<file path="src/ncpu_idu_pkg.sv">
// Shared definitions for the decode stage
//   data, instruction and register address widths
//   instruction field positions and compare attributes
//   opcode enum and memory access size enum
//   unit operation, memory control, execute command and operand source structs
`default_nettype none

package ncpu_idu_pkg;

   localparam int NCPU_DW     = 32;
   localparam int NCPU_IW     = 32;
   localparam int NCPU_REG_AW = 5;

   // Instruction fields
   localparam int OPC_MSB   = 5;
   localparam int OPC_LSB   = 0;
   localparam int RD_MSB    = 11;
   localparam int RD_LSB    = 6;
   localparam int RS1_MSB   = 17;
   localparam int RS1_LSB   = 12;
   localparam int RS2_MSB   = 23;
   localparam int RS2_LSB   = 18;
   localparam int ATTR_MSB  = 31;
   localparam int ATTR_LSB  = 24;
   localparam int IMM14_MSB = 31;
   localparam int IMM14_LSB = 18;
   localparam int IMM18_MSB = 29;
   localparam int IMM18_LSB = 12;

   // Compare attributes
   localparam logic [7:0] ATTR_EQ = 8'h01;
   localparam logic [7:0] ATTR_GT = 8'h02;

   typedef enum logic [2:0] {
      SIZE_NONE = 3'd0,
      SIZE_B    = 3'd1,
      SIZE_H    = 3'd2,
      SIZE_W    = 3'd3
   } mem_size_e;

   // Opcodes not listed here are emulated
   typedef enum logic [5:0] {
      OP_AND   = 6'h01,
      OP_AND_I = 6'h02,
      OP_OR    = 6'h03,
      OP_OR_I  = 6'h04,
      OP_XOR   = 6'h05,
      OP_XOR_I = 6'h06,
      OP_LSL   = 6'h07,
      OP_LSL_I = 6'h08,
      OP_LSR   = 6'h09,
      OP_LSR_I = 6'h0a,
      OP_ASR   = 6'h0b,
      OP_ASR_I = 6'h0c,
      OP_CMP   = 6'h0d,
      OP_ADD   = 6'h0e,
      OP_ADD_I = 6'h0f,
      OP_SUB   = 6'h10,
      OP_MHI   = 6'h11,
      OP_LDB   = 6'h12,
      OP_LDBU  = 6'h13,
      OP_LDH   = 6'h14,
      OP_LDHU  = 6'h15,
      OP_LDWU  = 6'h16,
      OP_STB   = 6'h17,
      OP_STH   = 6'h18,
      OP_STW   = 6'h19,
      OP_MBARR = 6'h1a
   } opcode_e;

   typedef struct packed {
      logic op_and;
      logic op_or;
      logic op_xor;
      logic op_lsl;
      logic op_lsr;
      logic op_asr;
   } lu_opc_t;

   // One-hot ops plus the two compare qualifiers
   typedef struct packed {
      logic op_cmp;
      logic op_add;
      logic op_sub;
      logic op_mhi;
      logic cmp_eq;
      logic cmp_signed;
   } au_opc_t;

   typedef struct packed {
      logic      load;
      logic      store;
      logic      barr;
      logic      sign_ext;
      mem_size_e load_size;
      mem_size_e store_size;
   } mu_ctrl_t;

   typedef struct packed {
      lu_opc_t                lu;
      au_opc_t                au;
      mu_ctrl_t               mu;
      logic                   emu_insn;
      logic                   wb_regf;
      logic [NCPU_REG_AW-1:0] wb_reg_addr;
   } ieu_cmd_t;

   typedef struct packed {
      logic rs1_from_regf;
      logic rs2_from_regf;
      logic rd_as_rs2;
   } opsrc_t;

endpackage

`default_nettype wire

</file>
<file path="src/ncpu_idu_operand_sel.sv">
// Operand selection of the decode stage
//   register file read requests, rd read through the rs2 port for stores
//   sign or zero extended immediate, held with the source flags
//   final operand muxes for the execute unit
`timescale 1ns/10ps
`default_nettype none

module ncpu_idu_operand_sel (
   input  logic                                 clk,
   input  logic                                 rst_i,
   input  logic                                 cas_i,
   input  logic [ncpu_idu_pkg::NCPU_IW-1:0]     insn_i,
   input  ncpu_idu_pkg::opsrc_t                 opsrc_i,
   input  logic                                 imm14_signed_i,
   input  logic                                 imm18_sel_i,
   input  logic                                 non_op_i,
   output logic                                 regf_rs1_re_o,
   output logic [ncpu_idu_pkg::NCPU_REG_AW-1:0] regf_rs1_addr_o,
   output logic                                 regf_rs2_re_o,
   output logic [ncpu_idu_pkg::NCPU_REG_AW-1:0] regf_rs2_addr_o,
   input  logic [ncpu_idu_pkg::NCPU_DW-1:0]     regf_rs1_dout_i,
   input  logic [ncpu_idu_pkg::NCPU_DW-1:0]     regf_rs2_dout_i,
   output logic [ncpu_idu_pkg::NCPU_DW-1:0]     operand_1_o,
   output logic [ncpu_idu_pkg::NCPU_DW-1:0]     operand_2_o,
   output logic [ncpu_idu_pkg::NCPU_DW-1:0]     operand_3_o
);
   import ncpu_idu_pkg::*;

   logic [13:0]        imm14;
   logic [17:0]        imm18;
   logic [NCPU_DW-1:0] imm_ext;
   logic [NCPU_DW-1:0] imm_nxt;
   logic [NCPU_DW-1:0] imm_r;
   opsrc_t             src_r;

   // Read requests go out only in the accept cycle
   assign regf_rs1_re_o   = cas_i & opsrc_i.rs1_from_regf;
   assign regf_rs1_addr_o = insn_i[RS1_LSB +: NCPU_REG_AW];
   assign regf_rs2_re_o   = cas_i & (opsrc_i.rs2_from_regf | opsrc_i.rd_as_rs2);
   assign regf_rs2_addr_o = opsrc_i.rd_as_rs2 ? insn_i[RD_LSB +: NCPU_REG_AW]
                                              : insn_i[RS2_LSB +: NCPU_REG_AW];

   assign imm14 = insn_i[IMM14_MSB:IMM14_LSB];
   assign imm18 = insn_i[IMM18_MSB:IMM18_LSB];

   always_comb begin
      if (imm18_sel_i) begin
         imm_ext = {{(NCPU_DW-18){1'b0}}, imm18};
      end else if (imm14_signed_i) begin
         imm_ext = {{(NCPU_DW-14){imm14[13]}}, imm14};
      end else begin
         imm_ext = {{(NCPU_DW-14){1'b0}}, imm14};
      end
   end

   // mbarr carries no operand at all
   assign imm_nxt = non_op_i ? '0 : imm_ext;

   always_ff @(posedge clk) begin
      if (cas_i) begin
         imm_r <= imm_nxt;
      end
   end

   always_ff @(posedge clk) begin
      if (rst_i) begin
         src_r <= '0;
      end else if (cas_i) begin
         src_r <= opsrc_i;
      end
   end

   // Register file holds its data until the next read, so these stay valid
   assign operand_1_o = src_r.rs1_from_regf ? regf_rs1_dout_i : imm_r;
   assign operand_2_o = src_r.rs2_from_regf ? regf_rs2_dout_i : imm_r;
   assign operand_3_o = src_r.rd_as_rs2 ? regf_rs2_dout_i : '0;

   a_read_only_on_cas: assert property (
      @(posedge clk) disable iff (rst_i)
      (regf_rs1_re_o || regf_rs2_re_o) |-> cas_i);

endmodule

`default_nettype wire

</file>
<file path="config.mk">
export PLATFORM = sky130hd
export DESIGN_NAME = ncpu_idu_operand_sel
export DESIGN_NICKNAME = d
export VERILOG_FILES = /design/src/ncpu_idu_pkg.sv /design/src/ncpu_idu_operand_sel.sv
export SDC_FILE = /design/constraint.sdc
export NUM_CORES = 1
export LEC_CHECK = 0
export ABC_CLOCK_PERIOD_IN_PS = 1100
export BUFFER_PORTS_ARGS = -buffer_cell sky130_fd_sc_hd__buf_2
export CAP_MARGIN = 5
export CORE_MARGIN = 8
export CORE_UTILIZATION = 30
export CTS_BUF_LIST = sky130_fd_sc_hd__clkbuf_8
export DETAILED_ROUTE_END_ITERATION = 6
export PLACE_DENSITY = 0.74
export SLEW_MARGIN = 20
export SYNTH_ARGS = -nofsm -noshare
export SYNTH_HDL_FRONTEND = slang
export SYNTH_SLANG_ARGS = --single-unit
</file>
<file path="constraint.sdc">
create_clock -name clk -period 1.1 [get_ports clk]
set_input_delay 0.11 -clock clk [delete_from_list [all_inputs] [get_ports clk]]
set_output_delay 0.11 -clock clk [all_outputs]
set_load 0.03 [all_outputs]
</file>
After elaboration in Yosys (flattened, before gate mapping)
Cells that the tools add are included.
{"block": "word_totals", "regBits": 22, "in_bits": 105, "out_inout_bits": 108}
{"block": "op_classes", "muxes": 6, "bitwise": 4, "n_reduce_logical": 1}
{"cell": "32-bit two-way mux", "count": 3}
{"cell": "18-bit two-way mux", "count": 2}
{"cell": "5-bit two-way mux", "count": 1}
{"cell": "3-bit OR reduction", "count": 1}
{"cell": "1-bit AND", "count": 2}
{"cell": "1-bit NOT", "count": 1}
{"cell": "1-bit bitwise OR", "count": 1}

Depth between registers and ports, before layout
{"block": "logic_depth", "ltp_word": 2, "mapped_depth": 5, "depth_no_buf": 2}

Worst setup path after synthesis
No wires, ideal clock.
{"block": "synth_timing", "path_kind": "reg-to-output", "start": "register src_r[2] (netlist bit)", "end": "output operand_1_o[21] (netlist bit)", "setup_slack_ps": 35, "required_time_ps": 990, "arrival_ps": 955, "path_stages_with_launch": 6, "path_buffers": 3, "cell_sequence": "dfxtp_1 -> buf_6 -> buf_6 -> buf_6 -> nand2_1 -> nand2_1"}
{"block": "synth_via", "elab_chain_len": 1}
{"element": "from (decl)", "line_no": "ncpu_idu_operand_sel.sv:34", "text": "opsrc_t src_r;"}
{"element": "from (signal assigned)", "line_no": "ncpu_idu_operand_sel.sv:69", "text": "src_r <= opsrc_i;"}
{"element": "32-bit two-way mux", "line_no": "ncpu_idu_operand_sel.sv:74", "text": "assign operand_1_o = src_r.rs1_from_regf ? regf_rs1_dout_i : imm_r;"}
{"element": "to (decl)", "line_no": "ncpu_idu_operand_sel.sv:23", "text": "output logic [ncpu_idu_pkg::NCPU_DW-1:0] operand_1_o,"}
Every way passes these cells.

Final worst setup path
{"block": "layout_timing", "start": "register src_r[1] (netlist bit)", "end": "output operand_2_o[3] (netlist bit)"}
{"block": "layout_via", "elab_chain_len": 1}
{"element": "32-bit two-way mux", "line_no": "ncpu_idu_operand_sel.sv:75", "text": "assign operand_2_o = src_r.rs2_from_regf ? regf_rs2_dout_i : imm_r;"}
{"element": "to (decl)", "line_no": "ncpu_idu_operand_sel.sv:24", "text": "output logic [ncpu_idu_pkg::NCPU_DW-1:0] operand_2_o,"}
Every way passes these cells.

==> results.toml <==
[placement]
routabilityCongestion = 0.879
dpl-instance-area_mm2 = 0.00323
numPortBuffers = 205
dp.cells = 515
place_ws_ps = -47.2
dp_hpwl_um = 7150

[timing]
slew_headroom_pct = 79.4
hold_viol = 0
fin_setup_tns_ps = -20020
fin_worst_skew_ps = 0
rsz0062_at_grt = "true"
slew_violations = 0
tightest_slew_ps = 308
setup_viol = 96
period_share_pct = 128
setup_ws_ps = -305
finalCriticalPeriod_ps = 1410
fmax_mhz = 712

[power_and_ir_drop]
total_power_uw = 4190
leakagePower_uw = 0.00218
peakVddDrop_v = 0.000757
powerDensity_mw_per_mm2 = 983

[grt]
track_usage_pct = 18.7
grt_pass1_vias = 2761
antenna_found_initial = 0
grt_max_degree = 20
grt_pass1_wl_um = 14700
grt-ovfl-total = 0

[floorplan]
start_util_pct = 30.4
die_area_mm2 = 0.0102
die_w_um = 101
coreArea_mm2 = 0.00710
die_h_um = 101
row_count = 31
ioPinCount = 213

[cells_and_area]
syn2layout_area_growth_pct = 97.2
fillers = 581
fin_area_mm2 = 0.00426
drive_gt1_share_pct = 73.4
fin_nets = 538
diodes = 0
layout.cells.non_filler = 531

[synth]
synthCells = 223
synth-main-ff-cell = "edfxtp_1"
yosysWarnings = 0
syn_avg_cell_area_um2 = 9.68
synth_seq_cells = 22
ys_seq_area_share_pct = 29.2
synth_nets = 328
ys_types = 19
synth_edf_count = 19
synthArstFlopShare_pct = 0
synth_area_mm2 = 0.00216

[clock_tree]
cts_buffer_depth = 2
ctsHtreeMaxLevel = 1
root_buffer = "clkbuf_8"
clk_pin_slew_ps = 80
clk_latency_ps = 260
hold_buffers = 0
cts_buffers = 3
cts_sinks = 22
cts_tree = "done"

[status]
status = "finished, violations left"
violations = "negative setup slack"

[route]
drt_iter0_drc = 46
via_per_inst = 4.66
wirelength_um = 10200
vias = 2476
wl_per_cell_um = 19.1
final_antenna_net_count = 0
drt-pass1-iter-count = 4
drc = 0

[min_path]
hold_class = "input port to flop"

[worst_setup_path]
cp-start-kind = "flop"
critical_path_arrival_ps = 1300
path_max_fanout = 8
critPathRequiredTime_ps = 990
crit_type = "flop to output pin"
cp-end-kind = "output pin"

[run]
maxCapViolCount = 0
[per-layer routing]
layer	up-vias	GRT usage (%)	wire length, um
met3	26	4.14	696
met4	0	7.67	350
met5	-	0	0
met2	137	35.9	5480
li1	1163	-	-
met1	1150	18.8	3630
[report_power, final]
part	internal, uW	switching [uW]	leakage, uW	total [uW]
Clock	486	248	0.0000357	734
Combinational	1150	1260	0.00194	2410
Sequential	981	64.4	0.000210	1050
[critical path, cell delays in order, from the launching register on]
cell	delay, ps
dfxtp_4	420
buf_12	150
mux2_4	320
buf_6	140
[through the flow]
stage / util (%) / hold slack, ps
after floorplan: - / 182
after global placement: 45.6 / 304
after detailed placement: 45.6 / 302
after CTS: 60.1 / 21.8
after global routing: 60.0 / 19.2
final: 60.0 / 25.3
[cell usage after synthesis (3+ instances only)]
| cell type | number | share of area (%) |
|---|---|---|
| buf_4 | 7 | 2.4 |
| mux2_2 | 13 | 6.8 |
| clkbuf_1 | 3 | 0.52 |
| dfxtp_1 | 3 | 2.8 |
| buf_6 | 7 | 3.7 |
| mux2i_1 | 17 | 7.9 |
| edfxtp_1 | 19 | 26 |
| nand2_1 | 60 | 10 |
| mux2_4 | 28 | 19 |
| buf_2 | 3 | 0.70 |
| a21oi_1 | 4 | 0.93 |
| and2_1 | 33 | 9.6 |
| nor2_1 | 18 | 3.1 |
[flip-flops by register name (all words and copies together) (netlist names)]
name,count
imm_r,19
src_r,3
[final cells by class]
type / instances / area, um^2 / area share, %
clock buffers: 3 / 41.3 / 0.969
clock inverters: 1 / 30.0 / 0.705
multi-input cells: 179 / 1460 / 34.3
flip-flops and latches: 22 / 642 / 15.1
well taps: 99 / 124 / 2.91
repair buffers: 227 / 1960 / 46.0
[path summary, 6_finish.rpt]
path / cells past startpoint / slack, ps / startpoint / end
worst min register to register: 3 / 730 / src_r[0]$_SDFFE_PP0P_ / src_r[0]$_SDFFE_PP0P_
worst max-delay path: 3 / -310 / src_r[1]$_SDFFE_PP0P_ / operand_2_o[3]
worst max register to register: 3 / 280 / src_r[2]$_SDFFE_PP0P_ / src_r[2]$_SDFFE_PP0P_
worst min-delay path: 2 / 30 / rst_i / src_r[2]$_SDFFE_PP0P_
[cell families after synthesis]
kind of cell           count (synthesis)  share of synthesized area, %
AND/OR/NAND/NOR                      114                          25.3
flip-flops                            22                          29.2
multiplexers                          58                          34.1
AO/OA/AOI/OAI                          5                          1.27
buffers and inverters                 24                          10.1
[repair_timing]
action / CTS / global route
setup endpoints to repair: 96 / 96
cloned: 6 / 2
setup buffers: 8 / 0
resized for setup: 244 / 17
[placed cells by master, fill, tap and decap left out, types with 5 or more instances in the layout]
master / synthesis / routed
buf_2: 3 / 109
buf_6: 7 / 99
nand2_1: 60 / 55
mux2_4: 28 / 36
and2_4: 0 / 32
edfxtp_1: 19 / 19
nor2_1: 18 / 18
mux2i_1: 17 / 17
buf_4: 7 / 6
nand2_2: 0 / 5
mux2_2: 13 / 5
buf_8: 1 / 5
buf_12: 2 / 5
Note: power is estimated with default switching activity, not from simulation.
