===== src/ncpu_idu_pkg.sv =====
// Shared definitions for the decode stage
//   data, instruction and register address widths
//   instruction field positions and compare attributes
//   opcode enum and memory access size enum
//   unit operation, memory control, execute command and operand source structs
`default_nettype none

package ncpu_idu_pkg;

   localparam int NCPU_DW     = 32;
   localparam int NCPU_IW     = 32;
   localparam int NCPU_REG_AW = 5;

   // Instruction fields
   localparam int OPC_MSB   = 5;
   localparam int OPC_LSB   = 0;
   localparam int RD_MSB    = 11;
   localparam int RD_LSB    = 6;
   localparam int RS1_MSB   = 17;
   localparam int RS1_LSB   = 12;
   localparam int RS2_MSB   = 23;
   localparam int RS2_LSB   = 18;
   localparam int ATTR_MSB  = 31;
   localparam int ATTR_LSB  = 24;
   localparam int IMM14_MSB = 31;
   localparam int IMM14_LSB = 18;
   localparam int IMM18_MSB = 29;
   localparam int IMM18_LSB = 12;

   // Compare attributes
   localparam logic [7:0] ATTR_EQ = 8'h01;
   localparam logic [7:0] ATTR_GT = 8'h02;

   typedef enum logic [2:0] {
      SIZE_NONE = 3'd0,
      SIZE_B    = 3'd1,
      SIZE_H    = 3'd2,
      SIZE_W    = 3'd3
   } mem_size_e;

   // Opcodes not listed here are emulated
   typedef enum logic [5:0] {
      OP_AND   = 6'h01,
      OP_AND_I = 6'h02,
      OP_OR    = 6'h03,
      OP_OR_I  = 6'h04,
      OP_XOR   = 6'h05,
      OP_XOR_I = 6'h06,
      OP_LSL   = 6'h07,
      OP_LSL_I = 6'h08,
      OP_LSR   = 6'h09,
      OP_LSR_I = 6'h0a,
      OP_ASR   = 6'h0b,
      OP_ASR_I = 6'h0c,
      OP_CMP   = 6'h0d,
      OP_ADD   = 6'h0e,
      OP_ADD_I = 6'h0f,
      OP_SUB   = 6'h10,
      OP_MHI   = 6'h11,
      OP_LDB   = 6'h12,
      OP_LDBU  = 6'h13,
      OP_LDH   = 6'h14,
      OP_LDHU  = 6'h15,
      OP_LDWU  = 6'h16,
      OP_STB   = 6'h17,
      OP_STH   = 6'h18,
      OP_STW   = 6'h19,
      OP_MBARR = 6'h1a
   } opcode_e;

   typedef struct packed {
      logic op_and;
      logic op_or;
      logic op_xor;
      logic op_lsl;
      logic op_lsr;
      logic op_asr;
   } lu_opc_t;

   // One-hot ops plus the two compare qualifiers
   typedef struct packed {
      logic op_cmp;
      logic op_add;
      logic op_sub;
      logic op_mhi;
      logic cmp_eq;
      logic cmp_signed;
   } au_opc_t;

   typedef struct packed {
      logic      load;
      logic      store;
      logic      barr;
      logic      sign_ext;
      mem_size_e load_size;
      mem_size_e store_size;
   } mu_ctrl_t;

   typedef struct packed {
      lu_opc_t                lu;
      au_opc_t                au;
      mu_ctrl_t               mu;
      logic                   emu_insn;
      logic                   wb_regf;
      logic [NCPU_REG_AW-1:0] wb_reg_addr;
   } ieu_cmd_t;

   typedef struct packed {
      logic rs1_from_regf;
      logic rs2_from_regf;
      logic rd_as_rs2;
   } opsrc_t;

endpackage

`default_nettype wire


===== src/ncpu_idu_stage.sv =====
// One-entry valid/ready stage holding the execute command
//   full throughput, accepts while the held item leaves
//   speculative flush clears the control bits of the captured command
`timescale 1ns/10ps
`default_nettype none

module ncpu_idu_stage (
   input  logic                   clk,
   input  logic                   rst_i,
   input  logic                   in_valid_i,
   output logic                   in_ready_o,
   output logic                   cas_o,
   input  ncpu_idu_pkg::ieu_cmd_t cmd_i,
   input  logic                   flush_i,
   output logic                   out_valid_o,
   input  logic                   out_ready_i,
   output ncpu_idu_pkg::ieu_cmd_t cmd_o
);
   import ncpu_idu_pkg::*;

   logic     valid_r;
   ieu_cmd_t cmd_r;
   ieu_cmd_t cmd_gated;

   assign in_ready_o = ~valid_r | out_ready_i;
   assign cas_o      = in_valid_i & in_ready_o;

   // Data fields pass untouched on a flush
   always_comb begin
      cmd_gated = cmd_i;
      if (flush_i) begin
         cmd_gated.emu_insn    = 1'b0;
         cmd_gated.wb_regf     = 1'b0;
         cmd_gated.mu.load     = 1'b0;
         cmd_gated.mu.store    = 1'b0;
         cmd_gated.mu.barr     = 1'b0;
         cmd_gated.mu.sign_ext = 1'b0;
      end
   end

   always_ff @(posedge clk) begin
      if (rst_i) begin
         valid_r            <= 1'b0;
         cmd_r.emu_insn     <= 1'b0;
         cmd_r.wb_regf      <= 1'b0;
         cmd_r.mu.load      <= 1'b0;
         cmd_r.mu.store     <= 1'b0;
         cmd_r.mu.barr      <= 1'b0;
         cmd_r.mu.sign_ext  <= 1'b0;
      end else if (cas_o) begin
         valid_r <= 1'b1;
         cmd_r   <= cmd_gated;
      end else if (out_ready_i) begin
         valid_r <= 1'b0;
      end
   end

   assign out_valid_o = valid_r;
   assign cmd_o       = cmd_r;

   a_hold_on_stall: assert property (
      @(posedge clk) disable iff (rst_i)
      (out_valid_o && !out_ready_i) |=> (out_valid_o && $stable(cmd_o)));

endmodule

`default_nettype wire


===== config.mk =====
export PLATFORM = sky130hd
export DESIGN_NAME = ncpu_idu_stage
export DESIGN_NICKNAME = d
export VERILOG_FILES = /design/src/ncpu_idu_pkg.sv /design/src/ncpu_idu_stage.sv
export SDC_FILE = /design/constraint.sdc
export NUM_CORES = 1
export LEC_CHECK = 0
export CORE_MARGIN = 5
export CORE_UTILIZATION = 35
export DETAILED_ROUTE_END_ITERATION = 12
export DONT_BUFFER_PORTS = 1
export PLACE_DENSITY_LB_ADDON = 0.12
export RECOVER_POWER = 50
export SYNTH_ARGS = -nofsm -noshare
export SYNTH_HDL_FRONTEND = slang
export SYNTH_SLANG_ARGS = --single-unit

===== constraint.sdc =====
create_clock -name clk -period 4.15 [get_ports clk]
set_clock_uncertainty 0.05 [all_clocks]
set_input_delay 0.83 -clock clk [delete_from_list [all_inputs] [get_ports clk]]
set_output_delay 0.83 -clock clk [all_outputs]
set_load 0.01 [all_outputs]

After elaboration in Yosys (flattened, before gate mapping)
Cells that the tools add are included.
Widths: inputs -> output; s select.
Word-level totals
  flip-flop bits (word level): 30
  input port bits: 34
  output and inout port bits: 32
Operators by class
  muxes and demuxes: 4
  bitwise logic cells: 4
  reduce and logical (&&, ||, !) cells: 2
Operators by type and width (number)
  $mux 4: 1
  $mux 1: 2
  $mux 2: 1
  $not 1->1: 2
  $reduce_and 2->1: 1
  $reduce_bool 2->1: 1
  $and 1x1->1: 1
  $or 1x1->1: 1

Logic depth before layout (Yosys ltp)
Gate-level depths: netlist of run 1.
  depth in word-level cells: 4
  depth in mapped cells: 5

Worst setup path before layout of run 1
OpenSTA, ideal clock, no wires.
  kind: input to output
  from: in out_ready_i
  to: out cas_o
  arrival: 1359 ps
  data required time: 3270 ps
  slack: 1911 ps
  cell stages on the path: 4
  path buffers: 2
  cell sequence: nand2b_4 buf_6 and2_4 buf_6
On the way
  cells in the longest elaborated chain, start to end: 2
Ends and longest elaborated chain
  start: declaration: line ncpu_idu_stage.sv:16  | input logic out_ready_i,
  $or 1x1->1: line ncpu_idu_stage.sv:25  | assign in_ready_o = ~valid_r | out_ready_i;
  net in_ready_o: line ncpu_idu_stage.sv:11  | output logic in_ready_o,
  $and 1x1->1: line ncpu_idu_stage.sv:26  | assign cas_o = in_valid_i & in_ready_o;
  end: declaration: line ncpu_idu_stage.sv:12  | output logic cas_o,
The timed path passes the listed nets, and every way through them passes these cells.

Final worst setup path of run 1
  from: in out_ready_i
  to: out cas_o
On the way
  cells in the longest elaborated chain, start to end: 2
Ends and longest elaborated chain (line)
  $or 1x1->1: ncpu_idu_stage.sv:25
  $and 1x1->1: ncpu_idu_stage.sv:26
No other way between the ends.

==> results of run 1 <==
[report_power, final]
| group | leakage, uW | switching, uW | internal (uW) |
|---|---|---|---|
| sequential | 0.000272 | 11.4 | 338 |
| clock | 0.0000308 | 91.6 | 60.8 |
| combinational | 0.0000458 | 9.72 | 4.72 |
| total | 0.000348 | 113 | 404 |
[cell usage in the layout (no fill, tap or decap)]
master,n
a21oi_1,1
and2_0,1
clkbuf_4,5
clkinv_2,2
dfxtp_1,7
edfxtp_1,23
inv_1,1
nand2b_1,7
nand3_1,2
nand4_1,4
nor2_1,1
nor2b_4,1
nor3b_1,2
o21ai_0,4
o21ai_2,2
[cells in the mapped netlist, drive strengths merged]
cell | number | area share [%]
nand2b | 7 | 4.9
clkbuf | 1 | 0.48
dfxtp | 7 | 13
nor3b | 2 | 1.4
inv | 1 | 0.36
nor2 | 1 | 0.36
nand3 | 2 | 0.95
a21oi | 1 | 0.48
buf | 3 | 2.6
nand4 | 4 | 2.4
and2 | 1 | 0.83
nor2b | 1 | 1.3
edfxtp | 23 | 66
o21ai | 6 | 5.0
[worst reg2reg max path: stages, from the launching register on]
cell,delay [ns]
dfxtp_1,0.36
nand2b_1,0.30
and2_0,0.52
nor2b_4,0.64
[worst max path at each step]
stage / cells past startpoint / slack (ns) / startpoint / to
3_3_place_gp: 3 / 1.89 / out_ready_i / cmd_o[26]
5_1_grt: 2 / 1.53 / out_ready_i / cas_o
4_1_cts: 2 / 2.02 / out_ready_i / cas_o
6_report: 2 / 1.61 / out_ready_i / cas_o
3_5_place_dp: 3 / 1.87 / out_ready_i / cmd_o[26]
2_1_floorplan: 4 / 1.91 / out_ready_i / cas_o
[layout make-up]
type	count	area share, %
Clock buffer	5	3.47
Clock inverter	2	0.926
Inverter	1	0.347
Multi-Input combinational cell	25	14.8
Sequential cell	30	76.9
Tap cell	31	3.59
[per-stage QoR]
stage | util (%) | setup WS, ns | power (uW) | instances | hold slack (ns)
after floorplan | - | 1.91 | 375 | 60 | 0.448
after global placement | 37.4 | 1.89 | 375 | 87 | 0.475
after detailed placement | 37.4 | 1.87 | 375 | 87 | 0.471
after CTS | 39.1 | 2.02 | 528 | 94 | 0.487
after global routing | 38.2 | 1.53 | 544 | 94 | 0.499
final | 38.2 | 1.61 | 516 | 94 | 0.482
[state kept, by name, indices dropped and copies added, names as in the netlist]
register / cells
cmd_o: 29
out_valid_o: 1
[metal layers]
metal	track usage [%]	vias to the layer above	share of wire (%)
li1	-	225	-
met1	8.59	241	37
met2	13.5	41	47
met3	7.77	4	14
met4	5.54	0	1.7
met5	0	-	0
[cells by family after synthesis]
logic type | Yosys count | synth area share (%)
flops | 30 | 79.0
simple gates | 18 | 12.1
compound gates | 7 | 5.47
buf+inv | 5 | 3.45
==> results.json, run 1 <==
{
  "status": "finished, final reports clean",
  "vias": 511,
  "cts_setup_buffers": 0,
  "period_minus_slack_ns": 2.54,
  "finalSetupTns_ns": 0,
  "area_growth_syn_to_layout_pct": 2.74,
  "fillCellCount": 253,
  "grt.total_usage_pct": 9.16,
  "timing.fmax_ghz": 0.394,
  "ff_latch_area_sq_um": 831,
  "cpPeakStageDelay_ns": 0.52,
  "rsz0062_at_grt": "false",
  "synth_cells": 60,
  "leakagePower_uw": 0.000348,
  "post_cts_resized": 0,
  "cts_root_buffer": "clkbuf_4",
  "grt-ovfl-total": 0,
  "setup_viol": 0,
  "multiInputGateArea_sq_um": 160,
  "dp_hpwl_um": 1390,
  "die_h_um": 64.8,
  "cts_buffer_depth": 2,
  "cp_cell_sequence": "nand2b_1 > and2_0",
  "rr_endpoint": "cmd_o[7]",
  "rows": 19,
  "crit_path_end_kind": "primary output",
  "syn-cell-area_sq_um": 1050,
  "crit_slowest_cell": "and2_0",
  "cts.clk_slew.worst_paths_ns": 0.09,
  "finalHoldViolations": 0,
  "drive_gt1_share_pct": 15.9,
  "grt_pass1_wl_um": 2710,
  "syn_area_per_cell_sq_um": 17.5,
  "drtPass1Iterations": 3,
  "wl_per_cell_um": 19.5,
  "synth_cell_types": 16,
  "io_pins": 66,
  "antenna_cells": 0,
  "ir_worst_vdd_uv": 160,
  "relSlewSlack_pct": 59.7,
  "final_area_sq_um": 1080,
  "wl_um": 1840,
  "core-area_sq_um": 2830,
  "tightest_slew_ns": 0.603,
  "r2r_start": "out_valid_o",
  "critPathKind": "input pin to primary output",
  "ys_seq_area_share_pct": 79.0,
  "drcViolationCount": 0,
  "hold_depth": 2,
  "reg2reg_setup_slack_ns": 1.91,
  "min_to": "cmd_o[5]",
  "gp_congestion": 0.625,
  "critPathMaxFanout": 9,
  "drv_slew": 0,
  "die_w_um": 64.8,
  "htree_levels": 2,
  "cts_tree": "yes",
  "die_area_sq_um": 4200,
  "synthesis.nets": 94,
  "yosys_warnings": 0,
  "grt_max_degree": 24,
  "cp.arrival_ns": 1.66,
  "max-cap-violations": 0,
  "antenna_found_initial": 0,
  "io_buffers": 0,
  "hold_class": "flop to flop",
  "ctsHoldBuffers": 0,
  "grt_pass1_vias": 538,
  "insertion_delay_ns": 0.31,
  "place_area_sq_um": 1060,
  "postRouteAntennaNets": 0,
  "cts_sinks": 30,
  "p_per_area_nw_per_um2": 478,
  "startpoint_type": "input pin",
  "period_share_pct": 61.2,
  "cts_buffers": 5,
  "initial_core_util_pct": 37.2,
  "rr_worst_depth": 3,
  "avgViaCountPerCell": 5.44,
  "fin_nets": 97,
  "yosys_register_bits": 30,
  "drtIter0Drc": 34,
  "required_ns": 3.27,
  "hold_start": "cmd_o[5]",
  "critical-path-top-delay-family": "simple AND/OR/NAND/NOR gates",
  "cp_num_buf_inv": 0
}
No activity file was read; power rests on OpenSTA's default activity.
==> run 2, diff against run 1 <==
==> constraint.sdc (replaced) <==
create_clock -name clk -period 2.3 [get_ports clk]
set_clock_uncertainty 0.05 [all_clocks]
set_input_delay 0.46 -clock clk [delete_from_list [all_inputs] [get_ports clk]]
set_output_delay 0.46 -clock clk [all_outputs]
set_load 0.01 [all_outputs]
==> run 2 against run 1 <==
Non-clock buffer count rose by 1. Combinational power is 93% higher. First-iteration DRC count shrank 62%. Total power grew 79%. Largest cell class unchanged. Largest power group unchanged.
==> results.json, run 2 (synthesized netlist as in run 1, its figures left out) <==
{
  "pwr-share-seq_pct": 68.3,
  "dp_slack_ns": 0.583,
  "hold_start": "rst_i",
  "cts_tree": "yes",
  "p_per_area_nw_per_um2": 849,
  "p_clk_share_pct": 28.7,
  "period_share_pct": 78.8,
  "dp_hpwl_um": 1390,
  "hold_class": "input pin to flop",
  "final_area_sq_um": 1090,
  "leakagePower_uw": 0.000351,
  "cts_sinks": 30,
  "cts_root_buffer": "clkbuf_4",
  "grt-ovfl-total": 0,
  "p_sw_uw": 195,
  "wl_per_cell_um": 19.0,
  "fillCellCount": 259,
  "finalSetupTns_ns": 0,
  "drcViolationCount": 0,
  "crit_slowest_cell": "dfxtp_1",
  "fin_util_pct": 38.5,
  "io_pins": 66,
  "rsz0062_at_grt": "false",
  "setup_viol": 0,
  "place_area_sq_um": 1070,
  "required_ns": 1.79,
  "grt_pass1_vias": 520,
  "area_growth_syn_to_layout_pct": 3.45,
  "postRouteAntennaNets": 0,
  "avgViaCountPerCell": 5.38,
  "critPathKind": "flop to primary output",
  "fin_nets": 98,
  "drv_slew": 0,
  "drtPass1Iterations": 4,
  "drive_gt1_share_pct": 13.8,
  "tightest_slew_ns": 0.405,
  "die_w_um": 64.8,
  "fin_ws_ns": 0.487,
  "cts.clk_slew.worst_paths_ns": 0.08,
  "antenna_found_initial": 0,
  "cts_buffer_depth": 2,
  "top_usage_layer": "met2",
  "relSlewSlack_pct": 73.0,
  "grt.total_usage_pct": 9.38,
  "crit_path_end_kind": "primary output",
  "cp_cell_sequence": "nand2b_1 > and2_4",
  "grt_max_degree": 24,
  "cts_setup_buffers": 0,
  "core-area_sq_um": 2830,
  "r2r_start": "out_valid_o",
  "grt_util_met3_pct": 7.60,
  "p_int_uw": 729,
  "power_switching_share_pct": 21.1,
  "layout_common_cells": "23 x edfxtp_1, 7 x nand2b_1, 7 x dfxtp_1, 5 x o21ai_0, 5 x clkbuf_4",
  "grt_pass1_wl_um": 2780,
  "ctsHoldBuffers": 0,
  "gp_congestion": 0.665,
  "cts_buffers": 5,
  "ir_worst_vdd_uv": 218,
  "critPathMaxFanout": 9,
  "drtIter0Drc": 13,
  "finalHoldViolations": 0,
  "ff_latch_area_sq_um": 831,
  "antenna_cells": 0,
  "comb_power_share_pct": 3.0,
  "cp.arrival_ns": 1.30,
  "die_area_sq_um": 4200,
  "cpPeakStageDelay_ns": 0.42,
  "insertion_delay_ns": 0.31,
  "period_minus_slack_ns": 1.81,
  "timing.fmax_ghz": 0.552,
  "initial_core_util_pct": 37.2,
  "critPathLaunch": "out_valid_o",
  "use_met1_pct": 8.80,
  "multiInputGateArea_sq_um": 159,
  "post_cts_resized": 0,
  "max-cap-violations": 0,
  "rows": 19,
  "met2_usage_pct": 14.2,
  "startpoint_type": "flop",
  "io_buffers": 0,
  "mostFrequentLayoutCell": "edfxtp_1",
  "wl_um": 1820,
  "vias": 516,
  "htree_levels": 2,
  "status": "finished, final reports clean",
  "largest_reg_flops": 29,
  "die_h_um": 64.8
}
-- run 2: critical path: cells and delay by family (launching register included) --
kind | cells | cell delay, ns
AND/OR/NAND/NOR | 2 | 0.57
flip-flops | 1 | 0.42
-- run 2: final timing paths --
path,cells past startpoint,endpoint,slack [ns]
worst max register to register,4,cmd_o[23],0.53
worst max-delay path,2,cas_o,0.49
worst min register to register,2,cmd_o[15],0.48
worst min-delay path,1,out_valid_o,0.16
-- run 2: metal layers --
metal	part of all wire [%]	vias to the layer above	wire length [um]
li1	-	228	-
met1	35	239	639
met2	49	45	896
met3	14	4	259
met4	1.5	0	27
met5	0	-	0
-- run 2: metrics by stage --
step | hold WS (ns) | instances | total power [uW]
CTS | 0.138 | 96 | 949
global route | 0.130 | 96 | 985
floorplan | 0.448 | 60 | 676
global placement | 0.475 | 88 | 677
finish | 0.160 | 96 | 924
detailed placement | 0.470 | 88 | 677
-- run 2: layout make-up --
cell class	count	share of cell area, %
clock buffers	5	3.45
flip-flops and latches	30	76.3
repair buffers	1	0.690
well taps	31	3.56
multi-input cells	25	14.6
clock inverters	3	1.03
inverters	1	0.345
-- run 2: power by group through the flow --
stage	Combinational [uW]	Sequential, uW	Clock [uW]
floorplan	35.3	640	0
CTS	32.9	632	284
finish	27.8	631	266
global placement	32.5	645	0
detailed placement	33.0	645	0
global route	31.2	633	321
